==> src/include/dcache_cfg.svh <==
`ifndef DCACHE_CFG_SVH
`define DCACHE_CFG_SVH

////////////////////
// cache geometry
////////////////////

// set index bits, 16 sets
`define DCACHE_INDEX_WIDTH 4

// word-in-line bits, four words per line
`define DCACHE_OFFSET_WIDTH 2

////////////////////
// bus widths
////////////////////

// byte address
`define DCACHE_ADDR_WIDTH 32

`endif

==> src/bus_pkg.sv <==
`default_nettype none

`include "dcache_cfg.svh"

package bus_pkg;

    // byte address on both buses
    typedef logic [`DCACHE_ADDR_WIDTH-1:0] addr_t;

    typedef logic [31:0] word_t;

    // one enable per byte lane
    typedef logic [3:0] strb_t;

    // whole line, as delivered in one refill beat
    typedef logic [32*(1 << `DCACHE_OFFSET_WIDTH)-1:0] line_t;

endpackage

`default_nettype wire

==> src/dcache_rbuf.sv <==
`timescale 1ns/1ns
`default_nettype none

module dcache_rbuf (
    input  logic          clk,
    input  logic          arst_n,

    input  logic          load,

    input  logic          write_in,
    input  bus_pkg::addr_t addr_in,
    input  bus_pkg::word_t wdata_in,
    input  bus_pkg::strb_t wstrb_in,

    output logic          write_q,
    output bus_pkg::addr_t addr_q,
    output bus_pkg::word_t wdata_q,
    output bus_pkg::strb_t wstrb_q
);

    // kind and address steer the controller, so they come out of reset
    // as a plain read of address zero
    always_ff @(posedge clk or negedge arst_n) begin
        if (!arst_n) begin
            write_q <= 1'b0;
            addr_q  <= '0;
        end else if (load) begin
            write_q <= write_in;
            addr_q  <= addr_in;
        end
    end

    // store payload
    always_ff @(posedge clk) begin
        if (load) begin
            wdata_q <= wdata_in;
            wstrb_q <= wstrb_in;
        end
    end

endmodule

`default_nettype wire

==> config.mk <==
export PLATFORM = sky130hd
export DESIGN_NAME = dcache_rbuf
export DESIGN_NICKNAME = d
export VERILOG_FILES = /design/src/bus_pkg.sv /design/src/dcache_rbuf.sv
export VERILOG_INCLUDE_DIRS = /design/src /design/src/include
export SDC_FILE = /design/constraint.sdc
export NUM_CORES = 1
export LEC_CHECK = 0
export BUFFER_PORTS_ARGS = -buffer_cell sky130_fd_sc_hd__buf_2
export CORE_MARGIN = 2
export CORE_UTILIZATION = 43
export DETAILED_ROUTE_END_ITERATION = 8
export PLACE_DENSITY_LB_ADDON = 0.3
export SYNTH_ARGS = -nofsm -noshare
export SYNTH_HDL_FRONTEND = slang
export SYNTH_SLANG_ARGS = --single-unit
==> constraint.sdc <==
create_clock -name clk -period 1 [get_ports clk]
set_input_delay 0.2 -clock clk [delete_from_list [all_inputs] [get_ports clk]]
set_output_delay 0.2 -clock clk [all_outputs]
set_load 0.005 [all_outputs]
; ---- After elaboration in Yosys (flattened, before gate mapping)
; Index checks and enable logic that the tools add are counted.
[totals]
reg_bits = 69
elab_cells = 4

; ---- Logic depth before layout (Yosys ltp)
[logic_depth]
ltp_word = 0
ltp_mapped = 3
mapped_depth_nobuf = 1

; ---- Least setup slack after synthesis
; No wires, ideal clock.
[synth_path]
kind = input -> register
startpoint = input load
endpoint = register addr_q[10]
setup_ns = 0.125
arrival_time_ns = 0.747
required_time_ns = 0.875
setup_slack_ns = 0.128
path_stages = 3
n_path_buf = 2
cell_sequence = buf_6 > buf_12 > mux2_4
[synth_rtl]
columns = item, line_no
row1 = from (decl), dcache_rbuf.sv:8  ; input logic load,
row2 = to (signal assigned), dcache_rbuf.sv:29  ; addr_q <= addr_in;
row3 = to (decl), dcache_rbuf.sv:16  ; output bus_pkg::addr_t addr_q,
; No word-level cell between the ends.

; ---- Worst setup path after layout
[layout_path]
startpoint = register addr_q[9]
endpoint = output addr_q[9]
; No word-level cell between the ends.

==> metrics.cfg <==
[clocking]
clock_tree.buffer_depth=2
cts_sinks=69
post_cts_resized=0
cts.clk_slew.worst_paths_ps=70
cts-buffers-inserted=9
cts_tree=yes
root_buffer=clkbuf_8
h-tree-depth=3
clk_latency_ps=330

[setup_path]
required_ps=800
path_cells=buf_2
path_class=register to primary output
timing.critical_path.buf_inv=1
rrSetupSlack_ps=100
crit_path_max_fanout=2
r2r_start=addr_q[9]
cp.arrival_ps=850
r2r-end=addr_q[9]
crit_family=flip-flops
crit_path_start_kind=register
end_kind=primary output
worstRegToRegCells=2
cp-startpoint=addr_q[9]
slowest_stage=dfrtp_1
max_stage_delay_ps=390

[die]
start_util_pct=44.7
die_w_um=79.7
core_region_area_sq_um=5510
dieArea_sq_um=6350
io_pins=141
die_h_um=79.7
rows=27

[sta]
drv_slew=0
period_minus_slack_ps=1050
relSlewSlack_pct=88.2
hold_violations=0
fin_skew_ps=0
rsz0062_at_grt=yes
layout_worst_path_cycle_share_pct=105
finalSetupViolCount=65
fmax_mhz=950
tightestPinTransition_ps=178
finalWorstSetupSlack_ps=-52.9
hold_ws_ps=43.3
tns_ps=-1610

[global_route]
grt_pass1_vias=1435
grt_pass1_wl_um=6820
grt.overflow.total=0
grt_use_total_pct=14.8
grt_max_degree=34
grt_antenna_before_repair=0

[worst_hold_path]
hold_path.class=input pin to register
min_from=wdata_in[18]
holdPathEnd=wdata_q[18]
hold_depth=1

[synthesis]
yosysWarnings=0
syn_nets=178
syn_area_per_cell_sq_um=23.2
synth_area_sq_um=2460
synth.area.top_cells=edfxtp_1, dfrtp_1, mux2_4
ys_ff_latch=69
yosysSeqAreaShare_pct=77.4
synth_top_area_share_pct=43.9
synth_top_area_cell=edfxtp_1
yosysUniqueCellTypes=6
synth_cells=106

[final_layout]
final_cell_mix=buf_2, edfxtp_1, dfrtp_1
drive_gt1_share_pct=74.5
final_common_cell=buf_2
nets=349
area_growth_pct=45.6
fill_cells=405
diodes=0

[drt]
viasPerCell=4.35
via_count=1539
wl_per_cell_um=13.6
antenna_left=0
routed_wirelength_um=4830
drcViolationCount=0
drt-pass1-iter-count=3
drtIter0Drc=29

[outcome]
outcome=finished, violations left
violations=setup timing

[power_and_ir_drop]
powerDensity_nw_per_um2=1700
peakVddDrop_mv=0.883
leakagePower_nw=1.77

[place]
pre_cts_slack_ps=2.15
io_buffers=140
hpwl_um=3590
gp_routability_congestion=0.779

[job]
cap_violations=0

## cell usage after synthesis, drive strengths merged
cell type	count
buf	4
dfrtp	33
edfxtp	36
mux2	33
## stage by stage
step                      area (sq um)  utilization, %  cells  power [mW]
after global placement            3320            60.2    325        4.20
after detailed placement          3320            60.2    325        4.21
final                             3580            65.1    354        6.10
after CTS                         3530            64.1    347        6.14
after floorplan                   2460               -    106        3.72
after global routing              3580            65.1    354        6.38
## cells by family (layout without fill, tap and decap cells)
kind of cell           after synthesis  after routing  share of synthesized area, %
multiplexers                        33             33                          19.7
buffers and inverters                4            180                          2.90
flip-flops                          69             69                          77.4
## report_power, final
group	leakage (nW)	switching (mW)	internal (mW)
clock	0.0865	0.937	0.946
sequential	0.738	0.0964	3.26
combinational	0.944	0.309	0.551
## cell type report
class                           instances  area (sq um)  area share (%)
Sequential cell                        69          1910            53.2
Timing Repair Buffer                  164           936            26.1
Multi-Input combinational cell         33           484            13.5
Clock buffer                           11           141            3.94
Tap cell                               72          90.1            2.51
Clock inverter                          5          26.3           0.733
## registers in the layout, summed over array words and instances (netlist names)
| register | cells |
|---|---|
| addr_q | 32 |
| wstrb_q | 4 |
| write_q | 1 |
| wdata_q | 32 |
## worst max-delay path by stage
stage                       endpoint  slack (ps)  cells past startpoint
after floorplan           addr_q[10]         130                      3
after global placement    addr_q[18]          20                      3
after detailed placement  addr_q[12]           2                      3
after CTS                 addr_q[25]         -70                      1
after global routing      addr_q[28]         -90                      1
final                      addr_q[9]         -50                      1
## per-layer routing
| metal | share of wire (%) | up-vias | routed length [um] | global-route usage, % |
|---|---|---|---|---|
| met2 | 46 | 96 | 2210 | 24.0 |
| met4 | 1.8 | 0 | 89 | 8.28 |
| met5 | 0 | - | 0 | 0 |
| li1 | - | 731 | - | - |
| met3 | 9.4 | 12 | 452 | 3.39 |
| met1 | 43 | 700 | 2080 | 18.1 |
## what timing repair did
item,in CTS,in global routing
hold buffers,1,0
setup endpoints to repair,69,69
endpoints found under the hold margin,33,0
buffers inserted,5,7
No activity file was read; power rests on OpenSTA's default activity.
