$ cat src/include/dcache_cfg.svh
`ifndef DCACHE_CFG_SVH
`define DCACHE_CFG_SVH

////////////////////
// cache geometry
////////////////////

// set index bits, 16 sets
`define DCACHE_INDEX_WIDTH 4

// word-in-line bits, four words per line
`define DCACHE_OFFSET_WIDTH 2

////////////////////
// bus widths
////////////////////

// byte address
`define DCACHE_ADDR_WIDTH 32

`endif

$ cat src/dcache_pkg.sv
`default_nettype none

`include "dcache_cfg.svh"

package dcache_pkg;

    ////////////////////
    // address fields
    ////////////////////

    typedef logic [`DCACHE_INDEX_WIDTH-1:0] index_t;

    // word within a line
    typedef logic [`DCACHE_OFFSET_WIDTH-1:0] offset_t;

    // what is left above index, offset and the two byte bits
    typedef logic [`DCACHE_ADDR_WIDTH-`DCACHE_INDEX_WIDTH-`DCACHE_OFFSET_WIDTH-3:0] tag_t;

    ////////////////////
    // controller FSM
    ////////////////////

    typedef enum logic [2:0] {
        idle,
        lookup,
        miss_req,
        refill,
        write_req,
        write_wait,
        respond
    } ctrl_state_t;

endpackage

`default_nettype wire

$ cat src/dcache_tagv.sv
`timescale 1ns/1ns
`default_nettype none

`include "dcache_cfg.svh"

module dcache_tagv (
    input  logic               clk,
    input  logic               arst_n,

    input  dcache_pkg::index_t rd_index,
    input  dcache_pkg::tag_t   cmp_tag,
    output logic [1:0]         hit,

    input  dcache_pkg::index_t wr_index,
    input  logic [1:0]         we,

    input  logic               lru_touch,
    input  logic               lru_way_used,
    output logic               victim
);

    localparam int sets = 1 << `DCACHE_INDEX_WIDTH;

    dcache_pkg::tag_t       tag_mem [2][sets];
    logic [1:0][sets-1:0]   valid;
    logic [sets-1:0]        lru;

    dcache_pkg::tag_t       tag_q [2];
    logic [1:0]             valid_q;

    ////////////////////
    // valid and LRU state
    ////////////////////

    always_ff @(posedge clk or negedge arst_n) begin
        if (!arst_n) begin
            valid   <= '0;
            valid_q <= '0;
            lru     <= '0;
        end else begin
            for (int w = 0; w < 2; w++) begin
                if (we[w])
                    valid[w][wr_index] <= 1'b1;
                valid_q[w] <= valid[w][rd_index];
            end
            // lru bit holds the way to evict next
            if (lru_touch)
                lru[wr_index] <= ~lru_way_used;
        end
    end

    ////////////////////
    // tag storage
    ////////////////////

    always_ff @(posedge clk) begin
        for (int w = 0; w < 2; w++) begin
            if (we[w])
                tag_mem[w][wr_index] <= cmp_tag;
            tag_q[w] <= tag_mem[w][rd_index];
        end
    end

    // compare against the buffered tag during lookup
    always_comb begin
        for (int w = 0; w < 2; w++)
            hit[w] = valid_q[w] && (tag_q[w] == cmp_tag);
    end

    assign victim = lru[wr_index];

endmodule

`default_nettype wire

$ cat config.mk
export PLATFORM = sky130hd
export DESIGN_NAME = dcache_tagv
export DESIGN_NICKNAME = d
export VERILOG_FILES = /design/src/dcache_pkg.sv /design/src/dcache_tagv.sv
export VERILOG_INCLUDE_DIRS = /design/src /design/src/include
export SDC_FILE = /design/constraint.sdc
export NUM_CORES = 1
export LEC_CHECK = 0
export ABC_AREA = 1
export BUFFER_PORTS_ARGS = -buffer_cell sky130_fd_sc_hd__buf_2
export CAP_MARGIN = 20
export CELL_PAD_IN_SITES_DETAIL_PLACEMENT = 0
export CELL_PAD_IN_SITES_GLOBAL_PLACEMENT = 1
export CORE_UTILIZATION = 40
export DETAILED_ROUTE_END_ITERATION = 7
export PLACE_DENSITY = 0.74
export SLEW_MARGIN = 40
export SYNTH_ARGS = -nofsm -noshare
export SYNTH_HDL_FRONTEND = slang
export SYNTH_SLANG_ARGS = --single-unit
$ cat constraint.sdc
create_clock -name clk -period 2.9 [get_ports clk]
set_clock_uncertainty 0.1 [all_clocks]
set_input_delay 0.29 -clock clk [delete_from_list [all_inputs] [get_ports clk]]
set_output_delay 0.29 -clock clk [all_outputs]
set_load 0.01 [all_outputs]
# --- Word-level counts from Yosys, hierarchy flattened ---
# Memory sizes are Yosys's and may differ from the RTL's.
# Index checks and enable logic that the tools add are counted.
totals:
  reg_bits: 50
  ramBits: 816
  in_bits: 38
  out_inout_bits: 3
  wordCells: 44
  memories: 2
memory_table:
  columns: ["memory", "depth", "word_bits", "read_ports", "rd_ports_with_merged_regs", "write_ports", "line_no", "rtl"]
  rows:
  - ["tag_mem", 2, 384, 2, 0, 2, "dcache_tagv.sv:24", "dcache_pkg::tag_t tag_mem [2][sets];"]
  - ["tag_q", 2, 24, 2, 0, 2, "dcache_tagv.sv:28", "dcache_pkg::tag_t tag_q [2];"]
classes:
  magnitude_cmp: 6
  n_eq_ne: 2
  muxes: 21
  n_bitwise: 5
  n_reduce_logical: 4
op_table:
  columns: ["cell", "n"]
  rows:
  - ["2-to-1 mux 384 bit", 2]
  - ["binary-select mux 24 bit (select 4 bit)", 2]
  - ["2-to-1 mux 24 bit", 5]
  - ["demux 24 bit (select 4 bit)", 1]
  - ["equality test 24 bit", 2]
  - ["bitwise OR 16 bit", 2]
  - ["bitwise mux 16 bit", 1]
  - ["binary-select mux 1 bit (select 4 bit)", 3]
  - ["greater-or-equal comparator 5 bit, second input constant", 2]
  - ["< comparator 4 x 5 -> 1 bit, second input constant", 2]
  - ["inverter 4 -> 5 bit", 2]
  - ["2-to-1 mux 1 bit", 6]
  - ["< comparator 5 x 1 -> 1 bit, second input constant", 1]
  - ["demux 1 bit (select 4 bit)", 1]
  - ["greater-or-equal comparator 4 x 1 -> 1 bit, second input constant", 1]
  - ["logical AND 1 bit", 4]
  - ["inverter 1 bit", 1]

# --- Depth between registers and ports, before layout ---
depth:
  word_depth: 6
  ltp_mapped: 11
  depth_no_buf: 9

# --- Worst setup path after synthesis ---
# Ideal clock, no wire load.
synth_timing:
  path_type: "input-to-reg"
  start: "in wr_index[1]"
  end: "mem tag_mem[0][72] (netlist bit), enable pin"
  setup_time_ns: 0.406
  arrival_time_ns: 1.933
  t_required_ns: 2.394
  slack_ns: 0.461
  cell_stages: 6
  n_path_buf: 1
  cell_sequence: "buf_2 nor2_1 inv_1 nor2_1 inv_1 nor2_1"
synth_lines:
  columns: ["element", "line_no", "rtl"]
  rows:
  - ["start: declaration", "dcache_tagv.sv:14", "input dcache_pkg::index_t wr_index,"]
  - ["end: declaration", "dcache_tagv.sv:24", null]

# --- Worst setup path in the final report ---
layout_timing:
  start: "in cmp_tag[14]"
  end: "out hit[0]"
layout_via:
  elab_chain_cells: 2
layout_rtl:
  columns: ["element", "line_no", "rtl"]
  rows:
  - ["start: declaration", "dcache_tagv.sv:11", "input dcache_pkg::tag_t cmp_tag,"]
  - ["equality test 24 bit", "dcache_tagv.sv:67", "hit[w] = valid_q[w] && (tag_q[w] == cmp_tag);"]
  - ["logical AND 1 bit", "dcache_tagv.sv:67", null]
  - ["end: declaration", "dcache_tagv.sv:12", "output logic [1:0] hit,"]
# Every way passes these cells.

==> impl_metrics.yaml <==
run_status:
  status: "complete, no violations"
power:
  switching_share_pct: 23.1
  internal-power_mw: 20.7
  total_power_mw: 26.9
  combPwrFrac_pct: 6.9
  leakage_nw: 15.2
  switchingPower_mw: 6.21
  max-vdd-ir-drop_uv: 537
  p_per_area_mw_per_mm2: 664
  p_seq_share_pct: 52.5
  pwr-share-clk_pct: 40.6
global_routing:
  grt.overflow.total: 0
  grt_pass1_wl_mm: 139
  first_global_vias: 21600
  grt_max_degree: 141
  antenna_found_initial: 1
  track_usage_pct: 20.9
drt:
  vias: 22800
  drt-vias-per-instance: 5.15
  drt_iter0_drc: 2206
  post_drt_wl_per_cell_um: 21.0
  drc: 0
  ant_nets: 0
  routed_wl_mm: 93.3
  dr.pass1.iters: 6
clock_network:
  clock_latency_ns: 0.64
  cts.htree.levels: 3
  clk_path_buf_depth: 3
  cts_tree: "yes"
  numCtsBuffers: 87
  cts.sinks: 866
  clk_pin_slew_ns: 0.07
  postCtsSetupBuffers: 0
  root_buffer: "clkbuf_16"
critical_path:
  crit_path_end_kind: "output pin"
  worstPathCellList: "dlygate4sd3_1 -> buf_2 -> inv_1 -> nand2_1 -> nand2_1 -> inv_1 -> nand2_1 -> nor2_1 -> nand3_1 -> nor2_2 -> buf_2"
  worst_setup_path_start_kind: "input pin"
  crit_family: "buffers and inverters"
  crit_arrival_ns: 2.31
  rr_worst_depth: 3
  crit_top_cell: "nand2_1"
  crit_buf_inv: 5
  max_stage_delay_ns: 0.55
  cp_slowest_cell: "dlygate4sd3_1"
  required_ns: 2.51
  cp_max_fo: 19
  crit_cells: 11
  critical_path_class: "in2out"
sta:
  tns_ns: 0
  period_needed_ns: 2.70
  fin_crit_sh_pct: 93.2
  worst_pin_slew_ns: 0.712
  rsz0062_at_grt: "false"
  fmax_ghz: 0.370
  finalHoldViolCount: 0
  setup_viol: 0
  maxSlewHeadroom_pct: 52.5
  drv_slew: 0
  layout_setup_ws_ns: 0.199
  whs_ns: 0.0148
yosys:
  synth_top_area_cell: "edfxtp_1"
  yosys_register_bits: 866
  synth_area_mm2: 0.0352
  ys_top_cells_by_area: "edfxtp_1, nand2_1, nand3_1"
  yosys.area_share.simple_pct: 17.0
  yosysWarnings: 0
  yosysUniqueCellTypes: 23
  synthAdderAreaFrac_pct: 0
  synth-compound-area-share_pct: 5.96
  synth_xor_area_share_pct: 0.199
  synth_top_area_share_pct: 65.5
  synth_nets: 3170
  synth_mux_area_share_pct: 0
  synth_top_family_by_area: "simple AND/OR/NAND/NOR gates"
  syn_inst: 3132
  syn_avg_cell_area_um2: 11.2
  ys_seq_area_share_pct: 71.8
layout:
  syn2layout_area_growth_pct: 14.9
  postLayoutCoreUtil_pct: 46.6
  drive_gt1_share_pct: 9.68
  finish.net_count: 3239
die:
  core_mm2: 0.0869
  pin_count: 41
  rows: 108
  die_h_um: 299
  dieArea_mm2: 0.0892
  fp.dieW_um: 299
  start_util_pct: 40.5
placement:
  gp_congestion: 0.796
  dpl.hpwl_mm: 48.6
  pre_cts_ws_ns: 0.564
  portBuffers: 40
hold_path:
  hold_class: "in2async"
job:
  max-cap-violations: 0
[cell usage after synthesis]
master,count
xor2_1,2
o211ai_1,133
clkinv_1,2
o21ai_1,6
o21ai_0,201
dfrtp_1,50
nand3_1,313
buf_6,3
clkbuf_1,54
inv_2,2
buf_1,15
a31oi_1,1
nand2_1,761
nor2_1,397
buf_4,10
nand4_1,1
xnor2_1,6
inv_1,245
or2_2,12
a21oi_1,11
buf_2,91
edfxtp_1,768
dfxtp_1,48
[sequential cells by signal (all words and copies together), names as in the netlist]
register  count
lru          16
valid_q       2
valid        32
tag_q        48
tag_mem     768
[logic make-up after synthesis]
| kind of cell | after synthesis |
|---|---|
| and+or+nand+nor | 1484 |
| DFF | 866 |
| buffers and inverters | 422 |
| AOI/OAI and AO/OA | 352 |
| xor gates and xnor gates | 8 |
[cell type report]
cell class,count,area (um^2)
fill,7887,46400
sequential,866,25300
multi-input combinational,1844,8410
clock buffer,122,2420
timing repair buffer,153,1610
tap,1155,1450
inverter,249,952
clock inverter,42,347
antenna,1,2.50
[placed cells by master, fill, tap and decap left out, drive strengths merged]
| cell type | instances |
|---|---|
| edfxtp | 768 |
| nand2 | 761 |
| nor2 | 397 |
| nand3 | 313 |
| inv | 254 |
| o21ai | 207 |
| buf | 136 |
| o211ai | 133 |
| clkbuf | 122 |
| dfrtp | 50 |
| dfxtp | 48 |
| clkinv | 30 |
| dlygate4sd3 | 17 |
| or2 | 12 |
| a21oi | 11 |
| xnor2 | 6 |
| clkinvlp | 4 |
| bufinv | 3 |
| xor2 | 2 |
| diode | 1 |
| nand4 | 1 |
| a31oi | 1 |
[stage by stage]
| stage | area [um^2] | instances |
|---|---|---|
| detailed placement | 37500 | 4250 |
| global placement | 37500 | 4250 |
| floorplan | 35200 | 3132 |
| finish | 40500 | 4432 |
| global route | 40500 | 4431 |
| CTS | 40400 | 4431 |
[power groups by stage]
stage	registers, mW	logic (mW)	clock network [mW]
global placement	14.4	1.83	0
floorplan	14.3	1.07	0
finish	14.1	1.85	10.9
global route	14.1	2.07	11.5
detailed placement	14.4	1.84	0
CTS	14.1	1.86	11.1
[final timing paths]
kind	startpoint	to	slack (ns)
worst max-delay path	cmp_tag[14]	hit[0]	0.20
worst min-delay path	arst_n	lru[13]$_DFFE_PN0P_	0.01
worst max register to register	lru[9]$_DFFE_PN0P_	lru[9]$_DFFE_PN0P_	1.60
worst min register to register	valid[29]$_DFFE_PN0P_	valid[29]$_DFFE_PN0P_	0.36
max in group asynchronous	arst_n	valid[31]$_DFFE_PN0P_	1.86
min in group clk	cmp_tag[18]	tag_mem[0][474]$_DFFE_PP_	0.04
[per-layer routing]
metal  vias up  global-route usage [%]  part of all wire, %
met1     11200                    30.1                   44
li1      10800                       -                    -
met5         -                       0                0.012
met2       715                    33.4                   47
met4         2                    5.12                  2.1
met3       134                    3.00                  6.8
[repair_timing]
action,CTS,global route
gates resized for setup,0,2
endpoints found under the setup margin,0,2
hold buffers,17,0
endpoints found under the hold margin,129,0
Power figures use the tool's default switching activity.
