File: config.mk
export PLATFORM = sky130hd
export DESIGN_NAME = dcache_ctrl
export DESIGN_NICKNAME = d
export VERILOG_FILES = /design/src/dcache_pkg.sv /design/src/dcache_ctrl.sv
export VERILOG_INCLUDE_DIRS = /design/src /design/src/include
export SDC_FILE = /design/constraint.sdc
export NUM_CORES = 1
export LEC_CHECK = 0
export ABC_AREA = 1
export BUFFER_PORTS_ARGS = -buffer_cell sky130_fd_sc_hd__clkbuf_2
export CORE_AREA = 2 2 39 41
export CTS_BUF_LIST = sky130_fd_sc_hd__clkbuf_2 sky130_fd_sc_hd__clkbuf_4 sky130_fd_sc_hd__clkbuf_8
export CTS_CLUSTER_SIZE = 12
export DETAILED_ROUTE_END_ITERATION = 8
export DIE_AREA = 0 0 41 43
export GPL_TIMING_DRIVEN = 0
export HOLD_SLACK_MARGIN = 0.05
export SKIP_CTS_REPAIR_TIMING = 1
export SLEW_MARGIN = 10
export SYNTH_ARGS = -nofsm -noshare
export SYNTH_HDL_FRONTEND = slang
export SYNTH_SLANG_ARGS = --single-unit
File: constraint.sdc
create_clock -name clk -period 1.2 [get_ports clk]
set_clock_uncertainty 0.2 [all_clocks]
set_input_delay 0.12 -clock clk [delete_from_list [all_inputs] [get_ports clk]]
set_output_delay 0.12 -clock clk [all_outputs]
set_load 0.1 [all_outputs]
File: src/include/dcache_cfg.svh
`ifndef DCACHE_CFG_SVH
`define DCACHE_CFG_SVH

////////////////////
// cache geometry
////////////////////

// set index bits, 16 sets
`define DCACHE_INDEX_WIDTH 4

// word-in-line bits, four words per line
`define DCACHE_OFFSET_WIDTH 2

////////////////////
// bus widths
////////////////////

// byte address
`define DCACHE_ADDR_WIDTH 32

`endif

File: src/dcache_pkg.sv
`default_nettype none

`include "dcache_cfg.svh"

package dcache_pkg;

    ////////////////////
    // address fields
    ////////////////////

    typedef logic [`DCACHE_INDEX_WIDTH-1:0] index_t;

    // word within a line
    typedef logic [`DCACHE_OFFSET_WIDTH-1:0] offset_t;

    // what is left above index, offset and the two byte bits
    typedef logic [`DCACHE_ADDR_WIDTH-`DCACHE_INDEX_WIDTH-`DCACHE_OFFSET_WIDTH-3:0] tag_t;

    ////////////////////
    // controller FSM
    ////////////////////

    typedef enum logic [2:0] {
        idle,
        lookup,
        miss_req,
        refill,
        write_req,
        write_wait,
        respond
    } ctrl_state_t;

endpackage

`default_nettype wire

File: src/dcache_ctrl.sv
`timescale 1ns/1ns
`default_nettype none

module dcache_ctrl (
    input  logic       clk,
    input  logic       arst_n,

    // pipeline handshake
    input  logic       req_valid,
    output logic       req_ready,

    // lookup results
    input  logic       write_q,
    input  logic [1:0] hit,
    input  logic       victim,

    // buffer and array control
    output logic       rbuf_load,
    output logic [1:0] tagv_we,
    output logic [1:0] data_we,
    output logic       data_refill,
    output logic       lru_touch,
    output logic       lru_way_used,

    // response steering
    output logic       resp_from_refill,
    output logic       resp_way,
    output logic       rdata_valid,

    // memory bus
    output logic       mem_req,
    output logic       mem_write,
    input  logic       mem_addr_ok,
    input  logic       mem_data_ok,
    input  logic       mem_bvalid
);

    dcache_pkg::ctrl_state_t state;
    dcache_pkg::ctrl_state_t state_nxt;

    logic       lookup_hit;
    logic       read_hit;
    logic       store_hit;
    logic       refill_done;
    logic [1:0] victim_sel;

    assign lookup_hit  = (state == dcache_pkg::lookup) && (|hit);
    assign read_hit    = lookup_hit && !write_q;
    assign store_hit   = lookup_hit && write_q;
    assign refill_done = (state == dcache_pkg::refill) && mem_data_ok;
    assign victim_sel  = {victim, ~victim};

    ////////////////////
    // handshake
    ////////////////////

    // a read hit frees the buffer in the same cycle it answers
    assign req_ready = (state == dcache_pkg::idle) || read_hit;
    assign rbuf_load = req_valid && req_ready;

    ////////////////////
    // next state
    ////////////////////

    always_comb begin
        state_nxt = state;
        case (state)
            dcache_pkg::idle: begin
                if (req_valid)
                    state_nxt = dcache_pkg::lookup;
            end
            dcache_pkg::lookup: begin
                // every store goes to memory, hit or miss
                if (write_q)
                    state_nxt = dcache_pkg::write_req;
                else if (|hit)
                    state_nxt = req_valid ? dcache_pkg::lookup : dcache_pkg::idle;
                else
                    state_nxt = dcache_pkg::miss_req;
            end
            dcache_pkg::miss_req: begin
                if (mem_addr_ok)
                    state_nxt = dcache_pkg::refill;
            end
            dcache_pkg::refill: begin
                if (mem_data_ok)
                    state_nxt = dcache_pkg::respond;
            end
            dcache_pkg::write_req: begin
                if (mem_addr_ok)
                    state_nxt = dcache_pkg::write_wait;
            end
            dcache_pkg::write_wait: begin
                if (mem_bvalid)
                    state_nxt = dcache_pkg::idle;
            end
            dcache_pkg::respond: begin
                state_nxt = dcache_pkg::idle;
            end
            default: begin
                state_nxt = dcache_pkg::idle;
            end
        endcase
    end

    always_ff @(posedge clk or negedge arst_n) begin
        if (!arst_n) begin
            state       <= dcache_pkg::idle;
            rdata_valid <= 1'b0;
        end else begin
            state       <= state_nxt;
            // pulse lands one cycle after the hit or the refill beat
            rdata_valid <= read_hit || refill_done;
        end
    end

    ////////////////////
    // array writes
    ////////////////////

    assign tagv_we      = refill_done ? victim_sel : 2'b00;
    assign data_we      = refill_done ? victim_sel : (store_hit ? hit : 2'b00);
    assign data_refill  = (state == dcache_pkg::refill);
    assign lru_touch    = refill_done || lookup_hit;
    assign lru_way_used = refill_done ? victim : hit[1];

    assign resp_from_refill = (state == dcache_pkg::refill);
    assign resp_way         = hit[1];

    // memory request held until the address is taken
    assign mem_req   = (state == dcache_pkg::miss_req) || (state == dcache_pkg::write_req);
    assign mem_write = (state == dcache_pkg::write_req);

endmodule

`default_nettype wire

Word level (Yosys, flattened, before mapping)
Cells that the tools add are included.
{"block": "op_classes", "n_eq_ne": 10, "muxes": 13, "reduce_logical": 13, "bitwise_logic": 1}
{"op": "$mux W3", "n": 6}
{"op": "$pmux W3 S6", "n": 1}
{"op": "$mux W2", "n": 4}
{"op": "$eq A3 B2 Y1 const B", "n": 2}
{"op": "$eq A3 B3 Y1 const B", "n": 2}
{"op": "$ne A2 B2 Y1 const B", "n": 3}
{"op": "$logic_and A1 B1 Y1", "n": 5}
{"op": "$reduce_and A5 Y1", "n": 1}
{"op": "$logic_or A1 B1 Y1", "n": 4}
{"op": "$ne A2 B1 Y1 const B", "n": 2}
{"op": "$eq A3 B1 Y1 const B", "n": 1}
{"op": "$logic_not A3 Y1", "n": 1}
{"op": "$mux W1", "n": 2}
{"op": "$reduce_or A2 Y1", "n": 1}
{"op": "$logic_not A1 Y1", "n": 1}
{"op": "$not A1 Y1", "n": 1}
{"block": "totals", "inputBits": 10, "register_bits": 4, "word_cells": 39, "out_inout_bits": 14}

Longest topological paths before layout
Gate-level depths: netlist of run 1.
{"block": "logic_depth", "ltp_word": 5, "depth_mapped": 9, "depth_no_buf": 9}

Least setup slack after synthesis of run 1
Ideal clock, no wire load.
{"block": "synth_path", "path_kind": "register to output", "from": "register state[0]", "to": "output port lru_way_used", "setup_slack_ns": -2.115, "stages_incl_launch_ff": 6, "arrival_ns": 2.995, "cell_sequence": "dfrtp_1 nand2_2 nor2_4 nand2_2 inv_2 o21ai_0"}
{"block": "synth_via", "elab_chain_len": 3}
{"element": "start: declaration", "line": "dcache_ctrl.sv:38", "source": "dcache_pkg::ctrl_state_t state;"}
{"element": "start signal: assignment", "line": "dcache_ctrl.sv:108", "source": "state <= dcache_pkg::idle;"}
{"element": "start signal: assignment", "line": "dcache_ctrl.sv:111", "source": "state <= state_nxt;"}
{"element": "$eq A3 B2 Y1"}
{"element": "net data_refill", "line": "dcache_ctrl.sv:21", "source": "output logic data_refill,"}
{"element": "$logic_and A1 B1 Y1", "line": "dcache_ctrl.sv:50", "source": "assign refill_done = (state == dcache_pkg::refill) && mem_data_ok;"}
{"element": "$mux W1", "line": "dcache_ctrl.sv:125", "source": "assign lru_way_used = refill_done ? victim : hit[1];"}
{"element": "end: declaration", "line": "dcache_ctrl.sv:23", "source": "output logic lru_way_used,"}
The timed path passes the listed nets, and every way through them passes these cells.

Worst setup path after layout of run 1
{"block": "layout_path", "from": "register state[2]", "to": "output port data_we[0]"}
{"block": "layout_via", "elab_chain_len": 5, "elab_cells_between_ends": 7, "cone_classes": "eq/ne (2); mux (2); reduce/logical (3)"}
{"element": "$eq A3 B1 Y1", "line": "dcache_ctrl.sv:47", "source": "assign lookup_hit = (state == dcache_pkg::lookup) && (|hit);"}
{"element": "$logic_and A1 B1 Y1", "line": "dcache_ctrl.sv:47"}
{"element": "$logic_and A1 B1 Y1", "line": "dcache_ctrl.sv:49", "source": "assign store_hit = lookup_hit && write_q;"}
{"element": "$mux W2", "line": "dcache_ctrl.sv:122", "source": "assign data_we = refill_done ? victim_sel : (store_hit ? hit : 2'b00);"}
{"element": "$mux W2 (*)", "line": "dcache_ctrl.sv:122"}
{"element": "end: declaration", "line": "dcache_ctrl.sv:20", "source": "output logic [1:0] data_we,"}
Every way passes the cells marked *; elsewhere a longest branch is shown, timed or not.

==> results of run 1 <==
kinds of logic after synthesis:
logic type,Yosys count,synth area share
flops,4,0.249
compound gates,6,0.0935
buf+inv,14,0.150
simple gates,40,0.508
final cells by class:
cell class                      count  area, um2  share of cell area
Clock buffer                        3       22.5              0.0240
Multi-Input combinational cell     46        370               0.394
Timing Repair Buffer               31        349               0.372
Tap cell                           16       20.0              0.0213
Sequential cell                     4        104               0.111
Inverter                           12       55.1              0.0586
Buffer                              2       18.8              0.0200
metrics by stage:
stage               TNS, ps  utilization
finish                -7440        0.679
global route          -8600        0.679
CTS                  -11270        0.474
detailed placement    -8000        0.458
global placement      -7960        0.458
floorplan             -9000            -
registers in the layout (all words and copies together), names as in the netlist:
name and cells:
rdata_valid 1, state 3
Yosys cell counts (all sizes together):
master	instances
nand3	4
nand4	1
dfrtp	4
a21oi	3
inv	12
or2	1
nand2	20
buf	2
nor3	2
nor2	11
o21ai	2
a31o	1
nand3b	1
critical path: stages (launching register included):
cell     delay (ps)
dfrtp_1         400
inv_2           100
nand2_4          80
nor3_4          240
buf_6           150
a31o_4          150
buf_12          160
path summary, 6_finish.rpt:
path / slack [ps] / end
max: -650 / data_we[0]
min: 60 / state[1]
max reg2reg: -310 / state[2]
min reg2reg: 340 / state[2]
max in group asynchronous: 100 / rdata_valid
min in group asynchronous: 560 / state[2]
metal layers:
| layer | up-vias | global-route usage |
|---|---|---|
| met5 | - | 0 |
| met4 | 0 | 0.0800 |
| met3 | 0 | 0 |
| met2 | 14 | 0.181 |
| met1 | 235 | 0.124 |
| li1 | 263 | - |
==> flow_metrics.py, run 1 <==
metrics = {
    "status": {
        "outcome": "complete, but fails checks",
        "violations": "setup timing",
    },
    "floorplan": {
        "die_h_um": 43,
        "initial_core_util": 0.290,
        "die_w_um": 41,
        "core_um2": 1380,
        "die-area_um2": 1760,
        "num_rows": 14,
        "ios": 24,
    },
    "clock_tree": {
        "cts.sinks": 4,
        "ctsRootBufferMaster": "clkbuf_4",
        "htreeDepth": 1,
        "clk_pin_slew_ps": 40,
        "tritoncts": "built",
        "insertion_delay_ps": 230,
        "cts_buffers": 3,
        "clockBufferDepth": 2,
    },
    "layout": {
        "fill_cells": 112,
        "syn2layout_area_growth_pct": 134,
        "nets": 110,
        "layout_common_cells": "10 x clkbuf_2, 10 x buf_12, 9 x nand2_1",
        "drive_gt1_frac": 0.653,
        "stdcell_count": 114,
        "fin_area_um2": 940,
        "num_antenna_cells": 0,
    },
    "yosys": {
        "ys_types": 18,
        "synthTopCellsByArea": "dfrtp_1 25%, nand2_1 13%, nand2_2 9.3%",
        "syn-mean-instance-area_um2": 6.28,
        "yosys_warnings": 0,
        "synth_area_um2": 402,
        "seq_area_frac_synth": 0.249,
        "syn_inst": 64,
        "synth_top_area_frac": 0.249,
        "synth_nets": 74,
        "ys_ff_latch": 4,
        "synth_top_cell_by_area": "dfrtp_1",
    },
    "hold_path": {
        "whs_path_depth": 4,
        "min_path_type": "input pin to flop",
        "min-delay-start": "hit[0]",
    },
    "place": {
        "gp_congestion": 0.763,
        "placed_cells": 103,
        "dp_slack_ps": -830,
        "place_area_um2": 633,
        "dp_hpwl_um": 802,
        "portBuffers": 23,
    },
    "setup_path": {
        "cp.required_ps": 880,
        "cp-end-kind": "primary output",
        "cp-start-kind": "flop",
        "reg2reg_from": "state[0]",
        "path_class": "flop to primary output",
        "crit_fanout": 5,
        "rr_worst_depth": 8,
        "cp.arrival_ps": 1530,
        "startpoint": "state[2]",
    },
    "drt": {
        "vias": 512,
        "drtIter0Drc": 8,
        "first_pass_iters": 2,
        "drc": 0,
        "drt-total-wl_um": 1180,
        "ant_nets": 0,
        "highest_layer": "met3",
        "wl_met3_um": 39,
        "vias_per_cell": 4.49,
        "dr_wl_met2_um": 657,
        "wl_met1_um": 480,
        "wl_per_cell_um": 10.3,
    },
    "global_routing": {
        "grt_pass1_wl_um": 1290,
        "grt_max_degree": 8,
        "grt_use_total": 0.109,
        "grt_antenna_before_repair": 0,
        "grt_pass1_vias": 349,
        "overflow": 0,
    },
    "timing": {
        "hold_violations": 0,
        "slew_headroom": 0.643,
        "setup_ws_ps": -650,
        "setup_viol": 15,
        "maxSlewViolCount": 0,
        "fin_crit_sh": 1.54,
        "layout_min_cycle_time_ps": 1850,
        "fmax_mhz": 541,
        "rsz0062_at_grt": "yes",
        "worst_pin_slew_ps": 537,
        "hold_ws_ps": 61.0,
    },
    "flow_run": {
        "drv_cap": 0,
    },
}
Power of run 1 is not shown: default switching activity piles up to over one toggle a cycle in this logic, so the estimate is an artifact.
==> run 2, diff against run 1 <==
==> constraint.sdc (replaced) <==
create_clock -name clk -period 1.6 [get_ports clk]
set_clock_uncertainty 0.2 [all_clocks]
set_input_delay 0.16 -clock clk [delete_from_list [all_inputs] [get_ports clk]]
set_output_delay 0.16 -clock clk [all_outputs]
set_load 0.1 [all_outputs]
==> flow_metrics.py, run 2 (synthesis results as in run 1) <==
metrics = {
    "status": {
        "outcome": "complete, but fails checks",
        "violations": "setup timing",
    },
    "drt": {
        "ant_nets": 0,
        "vias": 537,
        "wl_per_cell_um": 10.4,
        "vias_per_cell": 4.63,
        "drc": 0,
        "first_pass_iters": 4,
        "drt-total-wl_um": 1210,
        "drtIter0Drc": 14,
    },
    "floorplan": {
        "core_um2": 1380,
        "num_rows": 14,
        "ios": 24,
        "die_h_um": 43,
        "initial_core_util": 0.290,
        "die-area_um2": 1760,
        "die_w_um": 41,
    },
    "timing": {
        "layout_min_cycle_time_ps": 1940,
        "hold_violations": 0,
        "fmax_mhz": 514,
        "rsz0062_at_grt": "yes",
        "slew_headroom": 0.643,
        "fin_crit_sh": 1.22,
        "worst_pin_slew_ps": 538,
        "setup_ws_ps": -344,
        "maxSlewViolCount": 0,
        "hold_ws_ps": 71.4,
        "setup_viol": 12,
    },
    "layout": {
        "reg_top3": "state (3), rdata_valid (1)",
        "final_common_cell": "buf_12",
        "multiInputGateArea_um2": 348,
        "regArea_um2": 103,
        "drive_gt1_frac": 0.640,
        "stdcell_count": 116,
        "fin_area_um2": 946,
        "largest_reg_flops": 3,
        "layout_common_cells": "12 x buf_12, 11 x nand2_1, 11 x clkbuf_2",
        "nets": 112,
        "regMostFlops": "state",
        "num_antenna_cells": 0,
        "fill_cells": 96,
        "syn2layout_area_growth_pct": 136,
    },
    "global_routing": {
        "grt_pass1_wl_um": 1320,
        "grt_use_total": 0.109,
        "grt_antenna_before_repair": 0,
        "grt_max_degree": 8,
        "grt_pass1_vias": 359,
        "overflow": 0,
    },
    "setup_path": {
        "crit_fanout": 5,
        "cp.arrival_ps": 1580,
        "ff2ff_setup_slack_ps": 70,
        "cp.required_ps": 1240,
        "cp-start-kind": "flop",
        "cp-end-kind": "primary output",
        "path_class": "flop to primary output",
    },
    "clock_tree": {
        "cts_buffers": 3,
        "cts.sinks": 4,
        "htreeDepth": 1,
        "tritoncts": "built",
        "insertion_delay_ps": 230,
        "clockBufferDepth": 2,
        "clk_pin_slew_ps": 40,
        "ctsRootBufferMaster": "clkbuf_4",
    },
    "place": {
        "place_area_um2": 613,
        "gp_congestion": 0.793,
        "placed_cells": 103,
        "dp_hpwl_um": 796,
        "portBuffers": 23,
    },
    "flow_run": {
        "drv_cap": 0,
    },
    "hold_path": {
        "min_path_type": "input pin to async pin",
    },
}
==> run 2: cell types whose count changed in the layout (fill, tap and decap cells not counted), sizes merged <==
cell         previous run  this run
buf                    21        23
clkbuf                 13        14
dlygate4sd3             2         1
==> run 2: stage by stage <==
stage                util  TNS [ps]  setup WS (ps)
finish              0.684     -2500           -344
global route        0.684     -3230           -403
CTS                 0.459     -5870           -750
detailed placement  0.443     -2890           -497
global placement    0.443     -2800           -485
floorplan               -     -4300           -945
==> run 2: layout make-up <==
class	count	share of cell area
Buffer	2	0.0198
Tap cell	16	0.0212
Timing Repair Buffer	33	0.398
Clock buffer	3	0.0238
Multi-Input combinational cell	46	0.368
Inverter	12	0.0608
Sequential cell	4	0.108
==> run 2: critical path: stages, from the launching register on <==
cell	delay [ps]
dfrtp_1	410
inv_2	100
nand2_4	80
nor3_4	270
nand2_2	150
a21oi_4	160
buf_12	190
==> run 2: path summary, 6_finish.rpt <==
check / start / end / depth (start not counted)
worst max-delay path: state[2] / rbuf_load / 6
worst min-delay path: arst_n / state[2] / 2
worst max register to register: state[0] / state[0] / 9
worst min register to register: state[2] / state[2] / 2
max in group asynchronous: arst_n / state[1] / 2
min in group clk: hit[0] / state[1] / 4
==> run 2: per-layer routing <==
layer,up-vias,GRT usage,part of all wire
li1,273,-,-
met1,242,0.144,0.41
met2,22,0.163,0.54
met3,0,0.0314,0.052
met4,0,0.0400,0
met5,-,0,0
Power of run 2 is left out for the same reason.
